===== src/hw/seq_pkg.sv =====
package seq_pkg;

    ////////////////////
    // Sizes
    localparam int N_THREADS   = 4;
    localparam int THREAD_W    = $clog2(N_THREADS);
    localparam int PC_W        = 11;
    localparam int LOCAL_W     = 7;
    localparam int BANK_W      = THREAD_W + LOCAL_W;
    localparam int ROM_LATENCY = 2;   // Cycles from pc to rom_word
    localparam int PROG_DEPTH  = 16;
    localparam int PROG_AW     = $clog2(PROG_DEPTH);

    localparam logic [PC_W-1:0] FIRST_PC = '0;

    ////////////////////
    // Word formats
    typedef enum logic [2:0] {
        OP_JMP     = 3'd0,
        OP_CALL    = 3'd1,
        OP_RET     = 3'd2,
        OP_WAITINV = 3'd3
    } op_t;

    typedef struct packed {
        logic       inve;
        logic [1:0] pos;
        logic [2:0] pom3;
        logic [2:0] pom2;
        logic [2:0] pom1;
        logic [2:0] cm;
        logic [1:0] pm;
        logic       me1;
        logic       me0;
    } csig_t;

    typedef struct packed {
        csig_t              csig;
        logic [LOCAL_W-1:0] waddr0;
        logic [LOCAL_W-1:0] raddr0;
        logic [LOCAL_W-1:0] raddr1;
    } data_view_t;

    // Same bit positions as data_view_t
    typedef struct packed {
        logic               spare_hi;   // inve slot
        logic [PC_W-1:0]    target;     // pos/pom3/pom2/pom1 slots
        op_t                op;         // cm slot
        logic [3:0]         spare_lo;   // pm, me1, me0 slots
        logic [LOCAL_W-1:0] ofs_dst;
        logic [LOCAL_W-1:0] ofs_src0;
        logic [LOCAL_W-1:0] ofs_src1;
    } ctrl_view_t;

    typedef union packed {
        data_view_t data;
        ctrl_view_t ctrl;
    } rom_body_t;

    typedef struct packed {
        logic      opc;    // Set for control words
        rom_body_t body;
    } rom_word_t;

    localparam csig_t NOP_CSIG = '0;

    ////////////////////
    // Microcode program
    function automatic rom_word_t data_word(input int cm, input int pm,
                                            input int w0, input int r0, input int r1);
        rom_word_t w;
        w = '0;
        w.body.data.csig.cm  = 3'(cm);
        w.body.data.csig.pm  = 2'(pm);
        w.body.data.csig.me0 = 1'b1;
        w.body.data.waddr0   = LOCAL_W'(w0);
        w.body.data.raddr0   = LOCAL_W'(r0);
        w.body.data.raddr1   = LOCAL_W'(r1);
        return w;
    endfunction

    function automatic rom_word_t ctrl_word(input op_t op, input int target,
                                            input int o_dst, input int o_src0,
                                            input int o_src1);
        rom_word_t w;
        w = '0;
        w.opc                = 1'b1;
        w.body.ctrl.op       = op;
        w.body.ctrl.target   = PC_W'(target);
        w.body.ctrl.ofs_dst  = LOCAL_W'(o_dst);
        w.body.ctrl.ofs_src0 = LOCAL_W'(o_src0);
        w.body.ctrl.ofs_src1 = LOCAL_W'(o_src1);
        return w;
    endfunction

    localparam rom_word_t JMP_FIRST = ctrl_word(OP_JMP, FIRST_PC, 0, 0, 0);

    localparam rom_word_t PROGRAM [PROG_DEPTH] = '{
        JMP_FIRST,                              // Idle loop
        data_word(1, 0, 10, 11, 12),
        data_word(2, 0, 13, 14, 15),
        ctrl_word(OP_CALL, 8, 5, 6, 7),
        data_word(3, 1, 20, 21, 22),
        ctrl_word(OP_WAITINV, 0, 0, 0, 0),
        data_word(4, 1, 30, 31, 32),
        JMP_FIRST,
        data_word(5, 2, 40, 41, 42),            // Subroutine entry
        data_word(6, 2, 125, 126, 127),         // Wraps once offsets are added
        ctrl_word(OP_RET, 0, 0, 0, 0),
        JMP_FIRST,
        JMP_FIRST,
        JMP_FIRST,
        JMP_FIRST,
        JMP_FIRST
    };

endpackage


===== src/hw/microcode_rom.sv =====
`timescale 1ns/1ps

module microcode_rom
    import seq_pkg::*;
(
    input  logic            clk,
    input  logic [PC_W-1:0] pc,
    output rom_word_t       rom_word
);

    rom_word_t fetch;
    rom_word_t rd_word;   // First read stage

    // Table lookup on the low pc bits
    always_comb begin
        if (pc[PC_W-1:PROG_AW] != '0) begin
            fetch = JMP_FIRST;   // Outside the table
        end else begin
            fetch = PROGRAM[pc[PROG_AW-1:0]];
        end
    end

    // Two read stages like a block RAM with output register
    always_ff @(posedge clk) begin
        rd_word  <= fetch;
        rom_word <= rd_word;
    end

endmodule


===== src/hw/thread_ring.sv =====
`timescale 1ns/1ps

module thread_ring
    import seq_pkg::*;
(
    input  logic                clk,
    input  logic                rstn,
    input  logic                run,
    output logic                slot_last,
    output logic [THREAD_W-1:0] thread_id
);

    logic [N_THREADS-1:0] ring;   // One-hot slot

    always_ff @(posedge clk) begin
        if (!rstn) begin
            ring <= '0;
        end else if (run) begin
            ring <= N_THREADS'(1);   // Restart at slot 0
        end else begin
            ring <= {ring[N_THREADS-2:0], ring[N_THREADS-1]};
        end
    end

    assign slot_last = ring[N_THREADS-1];

    // Slot to thread index
    // The offset covers the ROM latency plus the output register, so the
    // tag follows the word that is actually in flight
    always_comb begin
        thread_id = '0;
        for (int i = 0; i < N_THREADS; i++) begin
            if (ring[i]) begin
                thread_id = THREAD_W'((i + N_THREADS - (ROM_LATENCY + 1)) % N_THREADS);
            end
        end
    end

endmodule


===== src/hw/pc_control.sv =====
`timescale 1ns/1ps

module pc_control
    import seq_pkg::*;
(
    input  logic            clk,
    input  logic            rstn,
    input  logic            run,
    input  logic            inv_rdy,
    input  logic            slot_last,
    input  rom_word_t       rom_word,
    output logic [PC_W-1:0] pc,
    output logic            busy
);

    logic [PC_W-1:0] ret_addr;
    logic [PC_W-1:0] pc_inc;
    logic            waitinv;    // Parked on WAITINV
    logic            inv_pend;   // inv_rdy came between ring turns
    logic            inv_go;
    logic            exec_ctrl;
    op_t             op;

    assign pc_inc = pc + PC_W'(1);
    assign op     = rom_word.body.ctrl.op;
    assign inv_go = inv_rdy | inv_pend;

    // Control word takes effect this turn
    assign exec_ctrl = slot_last & ~run & ~inv_go & rom_word.opc;

    assign busy = (pc != FIRST_PC) ^ run;

    ////////////////////
    // Program counter
    always_ff @(posedge clk) begin
        if (!rstn) begin
            pc <= FIRST_PC;
        end else if (run) begin
            pc <= PC_W'(1);
        end else if (slot_last) begin
            if (inv_go) begin
                pc <= pc_inc;   // Leave WAITINV
            end else if (rom_word.opc) begin
                case (op)
                    OP_JMP, OP_CALL: pc <= rom_word.body.ctrl.target;
                    OP_RET:          pc <= ret_addr;
                    default:         pc <= pc;   // WAITINV holds
                endcase
            end else if (!waitinv) begin
                pc <= pc_inc;
            end
        end
    end

    // One-level return address
    always_ff @(posedge clk) begin
        if (exec_ctrl && op == OP_CALL) begin
            ret_addr <= pc_inc;
        end
    end

    ////////////////////
    // Inverter wait
    always_ff @(posedge clk) begin
        if (!rstn) begin
            waitinv <= 1'b0;
        end else if (inv_rdy) begin
            waitinv <= 1'b0;
        end else if (exec_ctrl && op == OP_WAITINV) begin
            waitinv <= 1'b1;
        end
    end

    // Keeps a strobe that misses the last slot until the pc can move
    always_ff @(posedge clk) begin
        if (!rstn) begin
            inv_pend <= 1'b0;
        end else if (slot_last) begin
            inv_pend <= 1'b0;
        end else if (inv_rdy && waitinv) begin
            inv_pend <= 1'b1;
        end
    end

endmodule


===== src/hw/operand_addr_gen.sv =====
`timescale 1ns/1ps

module operand_addr_gen
    import seq_pkg::*;
(
    input  logic                clk,
    input  logic                rstn,
    input  logic                slot_last,
    input  logic [THREAD_W-1:0] thread_id,
    input  rom_word_t           rom_word,
    output csig_t               csig,
    output logic [BANK_W-1:0]   dst,
    output logic [BANK_W-1:0]   src0,
    output logic [BANK_W-1:0]   src1
);

    logic [LOCAL_W-1:0] ofs_dst;
    logic [LOCAL_W-1:0] ofs_src0;
    logic [LOCAL_W-1:0] ofs_src1;
    logic               call_hit;

    // Thread tag on top, offset local address below
    function automatic logic [BANK_W-1:0] bank_addr(
        input logic [THREAD_W-1:0] tid,
        input logic [LOCAL_W-1:0]  local_addr,
        input logic [LOCAL_W-1:0]  ofs
    );
        logic [LOCAL_W-1:0] sum;
        sum = local_addr + ofs;   // Stays inside the thread window
        return {tid, sum};
    endfunction

    assign call_hit = slot_last & rom_word.opc & (rom_word.body.ctrl.op == OP_CALL);

    ////////////////////
    // Call offsets
    always_ff @(posedge clk) begin
        if (!rstn) begin
            ofs_dst  <= '0;
            ofs_src0 <= '0;
            ofs_src1 <= '0;
        end else if (call_hit) begin
            ofs_dst  <= rom_word.body.ctrl.ofs_dst;
            ofs_src0 <= rom_word.body.ctrl.ofs_src0;
            ofs_src1 <= rom_word.body.ctrl.ofs_src1;
        end
    end

    ////////////////////
    // Micro-op output
    always_ff @(posedge clk) begin
        if (!rstn) begin
            csig <= NOP_CSIG;
        end else begin
            csig <= rom_word.opc ? NOP_CSIG : rom_word.body.data.csig;
        end
    end

    always_ff @(posedge clk) begin
        dst  <= bank_addr(thread_id, rom_word.body.data.waddr0, ofs_dst);
        src0 <= bank_addr(thread_id, rom_word.body.data.raddr0, ofs_src0);
        src1 <= bank_addr(thread_id, rom_word.body.data.raddr1, ofs_src1);
    end

endmodule


===== src/hw/microcode_sequencer.sv =====
`timescale 1ns/1ps

module microcode_sequencer
    import seq_pkg::*;
(
    input  logic              clk,
    input  logic              rstn,
    input  logic              run,
    input  logic              inv_rdy,
    output logic              busy,
    output csig_t             csig,
    output logic [BANK_W-1:0] dst,
    output logic [BANK_W-1:0] src0,
    output logic [BANK_W-1:0] src1
);

    logic [PC_W-1:0]     pc;
    rom_word_t           rom_word;    // Two cycles behind pc
    logic                slot_last;
    logic [THREAD_W-1:0] thread_id;

    microcode_rom i_microcode_rom (
        .clk      (clk),
        .pc       (pc),
        .rom_word (rom_word)
    );

    thread_ring i_thread_ring (
        .clk       (clk),
        .rstn      (rstn),
        .run       (run),
        .slot_last (slot_last),
        .thread_id (thread_id)
    );

    // Sequencing, one step per ring turn
    pc_control i_pc_control (
        .clk       (clk),
        .rstn      (rstn),
        .run       (run),
        .inv_rdy   (inv_rdy),
        .slot_last (slot_last),
        .rom_word  (rom_word),
        .pc        (pc),
        .busy      (busy)
    );

    operand_addr_gen i_operand_addr_gen (
        .clk       (clk),
        .rstn      (rstn),
        .slot_last (slot_last),
        .thread_id (thread_id),
        .rom_word  (rom_word),
        .csig      (csig),
        .dst       (dst),
        .src0      (src0),
        .src1      (src1)
    );

endmodule


===== config.mk =====
export PLATFORM = sky130hd
export DESIGN_NAME = microcode_sequencer
export DESIGN_NICKNAME = d
export VERILOG_FILES = /design/src/hw/seq_pkg.sv /design/src/hw/microcode_rom.sv /design/src/hw/thread_ring.sv /design/src/hw/pc_control.sv /design/src/hw/operand_addr_gen.sv /design/src/hw/microcode_sequencer.sv
export SDC_FILE = /design/constraint.sdc
export NUM_CORES = 1
export LEC_CHECK = 0
export ABC_AREA = 1
export ABC_CLOCK_PERIOD_IN_PS = 2200
export BUFFER_PORTS_ARGS = -buffer_cell sky130_fd_sc_hd__buf_2
export CORE_MARGIN = 2
export CORE_UTILIZATION = 45
export DETAILED_ROUTE_END_ITERATION = 8
export PLACE_DENSITY = 0.73
export SETUP_SLACK_MARGIN = 0.3
export SYNTH_ARGS = -nofsm -noshare
export SYNTH_HDL_FRONTEND = slang
export SYNTH_SLANG_ARGS = --single-unit

===== constraint.sdc =====
create_clock -name clk -period 2.2 [get_ports clk]
set_input_delay 0.44 -clock clk [delete_from_list [all_inputs] [get_ports clk]]
set_output_delay 0.44 -clock clk [all_outputs]
set_load 0.02 [all_outputs]

Word level (Yosys, flattened, before mapping)
Memory sizes are Yosys's and may differ from the RTL's. A register that Yosys moved wholly into a read port is not among the register bits.
Cells that the tools add are included.
W data, S select, Z words.
{"block": "classes", "reduce_logical": 14, "addsub": 4, "bitwise": 11, "n_mux": 11, "eq_ne": 7}
{"operator": "$mux W11", "n": 3}
{"operator": "$pmux W11 S2", "n": 1}
{"operator": "$add A7 B7 Y7", "n": 3}
{"operator": "$add A11 B1 Y11 const B", "n": 1}
{"operator": "$reduce_bool A11 Y1", "n": 1}
{"operator": "$reduce_or A2 Y1", "n": 5}
{"operator": "$reduce_bool A7 Y1", "n": 1}
{"operator": "$eq A3 B2 Y1 const B", "n": 2}
{"operator": "$mux W2", "n": 3}
{"operator": "$reduce_and A3 Y1", "n": 2}
{"operator": "$and A1 B1 Y1", "n": 5}
{"operator": "$ne A5 B2 Y1 const B", "n": 1}
{"operator": "$not A4 Y5", "n": 1}
{"operator": "$mux W1", "n": 4}
{"operator": "$ne A4 B1 Y1 const B", "n": 1}
{"operator": "$ne A4 B4 Y1 const B", "n": 1}
{"operator": "$eq A3 B1 Y1 const B", "n": 1}
{"operator": "$logic_and A1 B1 Y1", "n": 3}
{"operator": "$logic_not A3 Y1", "n": 1}
{"operator": "$ne A3 B3 Y1 const B", "n": 1}
{"operator": "$not A1 Y1", "n": 3}
{"operator": "$reduce_bool A2 Y1", "n": 1}
{"operator": "$or A1 B1 Y1", "n": 1}
{"operator": "$xor A1 B1 Y1", "n": 1}
{"block": "word_totals", "reg_bits": 136, "rom_bits": 656, "memories": 1, "elab_cells": 72}
{"memory": "(no name shown)", "words": 16, "width": 41, "read_ports": 1, "rd_ports_with_merged_regs": 1, "wr": 0, "line": "microcode_rom.sv:19", "rtl": "fetch = PROGRAM[pc[PROG_AW-1:0]];"}

Longest topological paths before layout
{"block": "logic_depth", "word_depth": 7, "mapped_depth": 9, "depth_no_buf": 8}

By module
A second synthesis with hierarchy kept.
{"block": "hier_totals", "hier_cells": 705, "area_unflattened_um2": 5710.5}
{"mod": "operand_addr_gen", "area_per_inst_um2": 2733.9, "cells_each": 345, "instances": 1}
{"mod": "pc_control", "area_per_inst_um2": 1452.6, "cells_each": 200, "instances": 1}
{"mod": "microcode_rom", "area_per_inst_um2": 1383.8, "cells_each": 144, "instances": 1}
{"mod": "thread_ring", "area_per_inst_um2": 140.1, "cells_each": 16, "instances": 1}

Least setup slack after synthesis
OpenSTA, ideal clock, no wires.
{"block": "synth_timing", "path_kind": "flip-flop to flip-flop", "from": "register i_thread_ring.ring[3]", "to": "register i_pc_control.ret_addr[0], enable pin", "path_buffers": 1, "setup_slack_ps": 190, "arrival_ps": 1617, "path_stages_with_launch": 6, "synth_period_minus_slack_ps": 2010, "cell_sequence": "dfxtp_1 -> nand2_2 -> inv_2 -> nand3_2 -> clkbuf_2 -> nor3_1"}
{"block": "synth_between", "elab_chain_cells": 4}
{"item": "from (decl)", "line": "thread_ring.sv:13", "rtl": "logic [N_THREADS-1:0] ring;"}
{"item": "from (signal assigned)", "line": "thread_ring.sv:21", "rtl": "ring <= {ring[N_THREADS-2:0], ring[N_THREADS-1]};"}
{"item": "$and A1 B1 Y1 (3 in a row)", "line": "pc_control.sv:29", "rtl": "assign exec_ctrl = slot_last & ~run & ~inv_go & rom_word.opc;"}
{"item": "$logic_and A1 B1 Y1", "line": "pc_control.sv:57", "rtl": "if (exec_ctrl && op == OP_CALL) begin"}
{"item": "to (signal assigned)", "line": "pc_control.sv:58", "rtl": "ret_addr <= pc_inc;"}
{"item": "to (decl)", "line": "pc_control.sv:16", "rtl": "logic [PC_W-1:0] ret_addr;"}
No other way between the ends.
A chain may end at the register's enable or synchronous reset.

Worst setup path after layout
{"block": "layout_timing", "from": "register i_pc_control.pc[1]", "to": "output port busy"}
{"block": "layout_between", "elab_chain_cells": 2}
{"item": "from (decl)", "line": "pc_control.sv:12", "rtl": "output logic [PC_W-1:0] pc,"}
{"item": "from (signal assigned)", "line": "pc_control.sv:42", "rtl": "pc <= pc_inc;"}
{"item": "from (signal assigned)", "line": "pc_control.sv:45", "rtl": "OP_JMP, OP_CALL: pc <= rom_word.body.ctrl.target;"}
{"item": "from (signal assigned)", "line": "pc_control.sv:46", "rtl": "OP_RET: pc <= ret_addr;"}
{"item": "$reduce_bool A11 Y1", "line": "pc_control.sv:31", "rtl": "assign busy = (pc != FIRST_PC) ^ run;"}
{"item": "$xor A1 B1 Y1", "line": "pc_control.sv:31"}
{"item": "to (decl)", "line": "microcode_sequencer.sv:10", "rtl": "output logic busy,"}
No other way between the ends.

==> reports/metrics.cfg <==
[yosys]
yosys.area.top_type=dfxtp_1
async_reset_ff_share_pct=0
netlist_instances=524
yosys_most_used_dff=dfxtp_1
synth_edf_count=11
synth_area_mm2=0.00453
synth_warnings=0
syn_area_per_cell_um2=8.65
synthTopCellsByArea=dfxtp_1 44%, nand2_1 8.5%, edfxtp_1 7.3%
ys_seq_area_share_pct=51.5
synth-seq-cells=111
netlist.area_leader.share_pct=44.2
yosys.cell_types.count=36

[critical_path]
crit_arrival_ns=1.53
path_buf_inv=2
reg2reg_to=i_microcode_rom.rd_word[40]
critPathKind=flop to output pin
ff2ff_path_depth=7
critPathLaunch=i_pc_control.pc[1]
crit_fanout=2
startpoint_type=flop
crit_path_max_incr_delay_ns=0.37
path_cells=inv_4, ha_4, nand3_2, nor3_2, xor2_1, buf_4
worstSetupEndpointType=output pin
r2r-start=i_pc_control.pc[8]
critical_path_depth=6
reg2reg_slack_ns=0.53
worst_path_dominant_cell_family=flip-flops
critPathSlowestCell=dfxtp_4
cp-endpoint=busy
crit_required_ns=1.76

[sta]
rsz0062_at_grt=yes
fin_ws_ns=0.227
slew_viol_final=0
setup_viol=0
tns_ns=0
hold_viol=0
fmax_mhz=507
final.period_utilization_pct=89.7
skew_ns=0.00973
post-route-min-period_ns=1.97

[grt]
grt_antenna_before_repair=0
grt.total_usage_pct=15.2
grt_max_degree=21
grt_pass1_wl_um=13500
grt.overflow.total=0
grt_pass1_vias=2934

[routing]
routed_via_density=4.60
wl_per_cell_um=11.5
ant_nets=0
vias=3237
drtIter0Drc=110
drc=0
routed_wl_um=8070
drtPass1Iterations=5

[cells_and_area]
antenna_cells=0
area_delta_synth_final_pct=11.5
fin_cells=704
multi_input_area_mm2=0.00185
ff_latch_area_mm2=0.00235
fillers=888
layout.nets=590
drive_gt1_share_pct=19.3

[floorplanning]
ios=51
rows=36
fp.dieH_um=104
coreArea_mm2=0.00977
dieArea_mm2=0.0109
initial_core_util_pct=46.4
die_x_um=104

[power_and_ir_drop]
powerDensity_mw_per_mm2=685
leakage_uw=0.00243
vdd_ir_drop_max_v=0.000405

[clocking]
path_clk_slew_ns=0.11
cts_tree=done
cts_max_level=3
cts_made_buffers=9
clockBufferDepth=2
clock_latency_ns=0.37
clock-sinks=111
ctsHoldBuffers=0
cts_root_buffer=clkbuf_8

[hold_path]
hp-class=flop to flop
whs_path_depth=0
hp-start=i_microcode_rom.rd_word[18]

[placement]
place_inst=683
io_buffers=38
post-place-ws_ns=0.263
hpwl_um=5850
globalplace.congestion=0.901

[flow_run]
cap_violations=0

[run_status]
outcome=complete, no violations

placed cells by master, fill, tap and decap left out, types with 6 or more instances in the layout:
cell type / instances
buf_2: 37
inv_2: 8
nand3_1: 34
nor2_1: 55
conb_1: 12
o21ai_0: 24
nand2_1: 103
buf_4: 12
clkbuf_8: 9
inv_1: 46
edfxtp_1: 11
ha_1: 18
nand4_1: 7
dfxtp_1: 93
a21oi_1: 24
xor2_1: 13
and2_1: 6
synthesized netlist by cell type, types with 2 or more instances:
| cell | n |
|---|---|
| a21oi_1 | 24 |
| and2_1 | 6 |
| buf_2 | 3 |
| buf_4 | 19 |
| buf_6 | 4 |
| clkbuf_2 | 2 |
| dfxtp_1 | 100 |
| edfxtp_1 | 11 |
| ha_1 | 19 |
| inv_1 | 50 |
| inv_2 | 7 |
| nand2_1 | 103 |
| nand2_2 | 4 |
| nand3_1 | 36 |
| nand3_2 | 3 |
| nand4_1 | 7 |
| nand4_2 | 3 |
| nor2_1 | 55 |
| nor2_2 | 4 |
| nor2_4 | 3 |
| nor3_1 | 5 |
| o21ai_0 | 24 |
| o21ai_1 | 5 |
| or2_2 | 2 |
| xnor2_1 | 2 |
| xor2_1 | 13 |
registers in the layout (all words and copies together) (netlist names):
name                         cells
i_operand_addr_gen.ofs_src0      2
i_pc_control.pc                 11
i_pc_control.inv_pend            1
i_operand_addr_gen.src1          6
i_microcode_rom.rom_word        20
i_pc_control.waitinv             1
i_operand_addr_gen.ofs_src1      5
i_operand_addr_gen.ofs_dst       7
i_pc_control.ret_addr           11
i_operand_addr_gen.dst           9
i_thread_ring.ring               4
i_operand_addr_gen.src0          7
i_microcode_rom.rd_word         20
i_operand_addr_gen.csig          7
power by group:
group	internal (uW)	switching (uW)	total (uW)
sequential	2080	20.5	2100
clock	444	719	1160
combinational	61.5	132	194
total	2590	872	3460
through the flow:
stage / hold slack (ns) / power [uW] / area (um^2) / util [%]
3_5_place_dp: 0.312 / 2330 / 4760 / 48.7
6_report: 0.325 / 3460 / 5050 / 51.7
3_3_place_gp: 0.312 / 2330 / 4760 / 48.7
4_1_cts: 0.327 / 3490 / 5050 / 51.7
2_1_floorplan: 0.310 / 2300 / 4580 / -
5_1_grt: 0.330 / 3600 / 5050 / 51.7
worst min-delay path by stage:
stage	end
after floorplan	i_microcode_rom.rom_word[14]
after global placement	i_microcode_rom.rom_word[18]
after detailed placement	i_microcode_rom.rom_word[2]
after CTS	i_pc_control.waitinv
after global routing	i_microcode_rom.rom_word[8]
final	i_microcode_rom.rom_word[18]
routing by layer:
layer | vias up | share of wire (%) | track usage [%] | routed length, um
li1 | 1722 | - | - | -
met1 | 1442 | 48 | 19.1 | 3840
met2 | 65 | 48 | 25.1 | 3840
met3 | 8 | 3.7 | 4.20 | 300
met4 | 0 | 1.1 | 5.21 | 91
met5 | - | 0 | 0 | 0
area by class of cell:
| type | instances | share of cell area [%] |
|---|---|---|
| sequential | 111 | 46.4 |
| clock inverter | 6 | 1.31 |
| inverter | 57 | 4.38 |
| tap | 133 | 3.29 |
| multi-input combinational | 338 | 36.6 |
| clock buffer | 10 | 2.52 |
| timing repair buffer | 49 | 5.45 |
what timing repair did:
action	in CTS	in global routing
gates resized for setup	23	0
cloned	0	0
setup buffers	5	0
endpoints found under the hold margin	0	0
setup endpoints to repair	1	1
pin swaps	4	0
kinds of logic after synthesis:
group | share of synthesized area [%]
compound gates | 6.52
simple gates | 23.5
buf+inv | 9.50
fa+ha+maj | 5.69
other cells | 0.0827
flops | 51.5
xor+xnor | 3.26
Note: power is estimated with default switching activity, not from simulation.
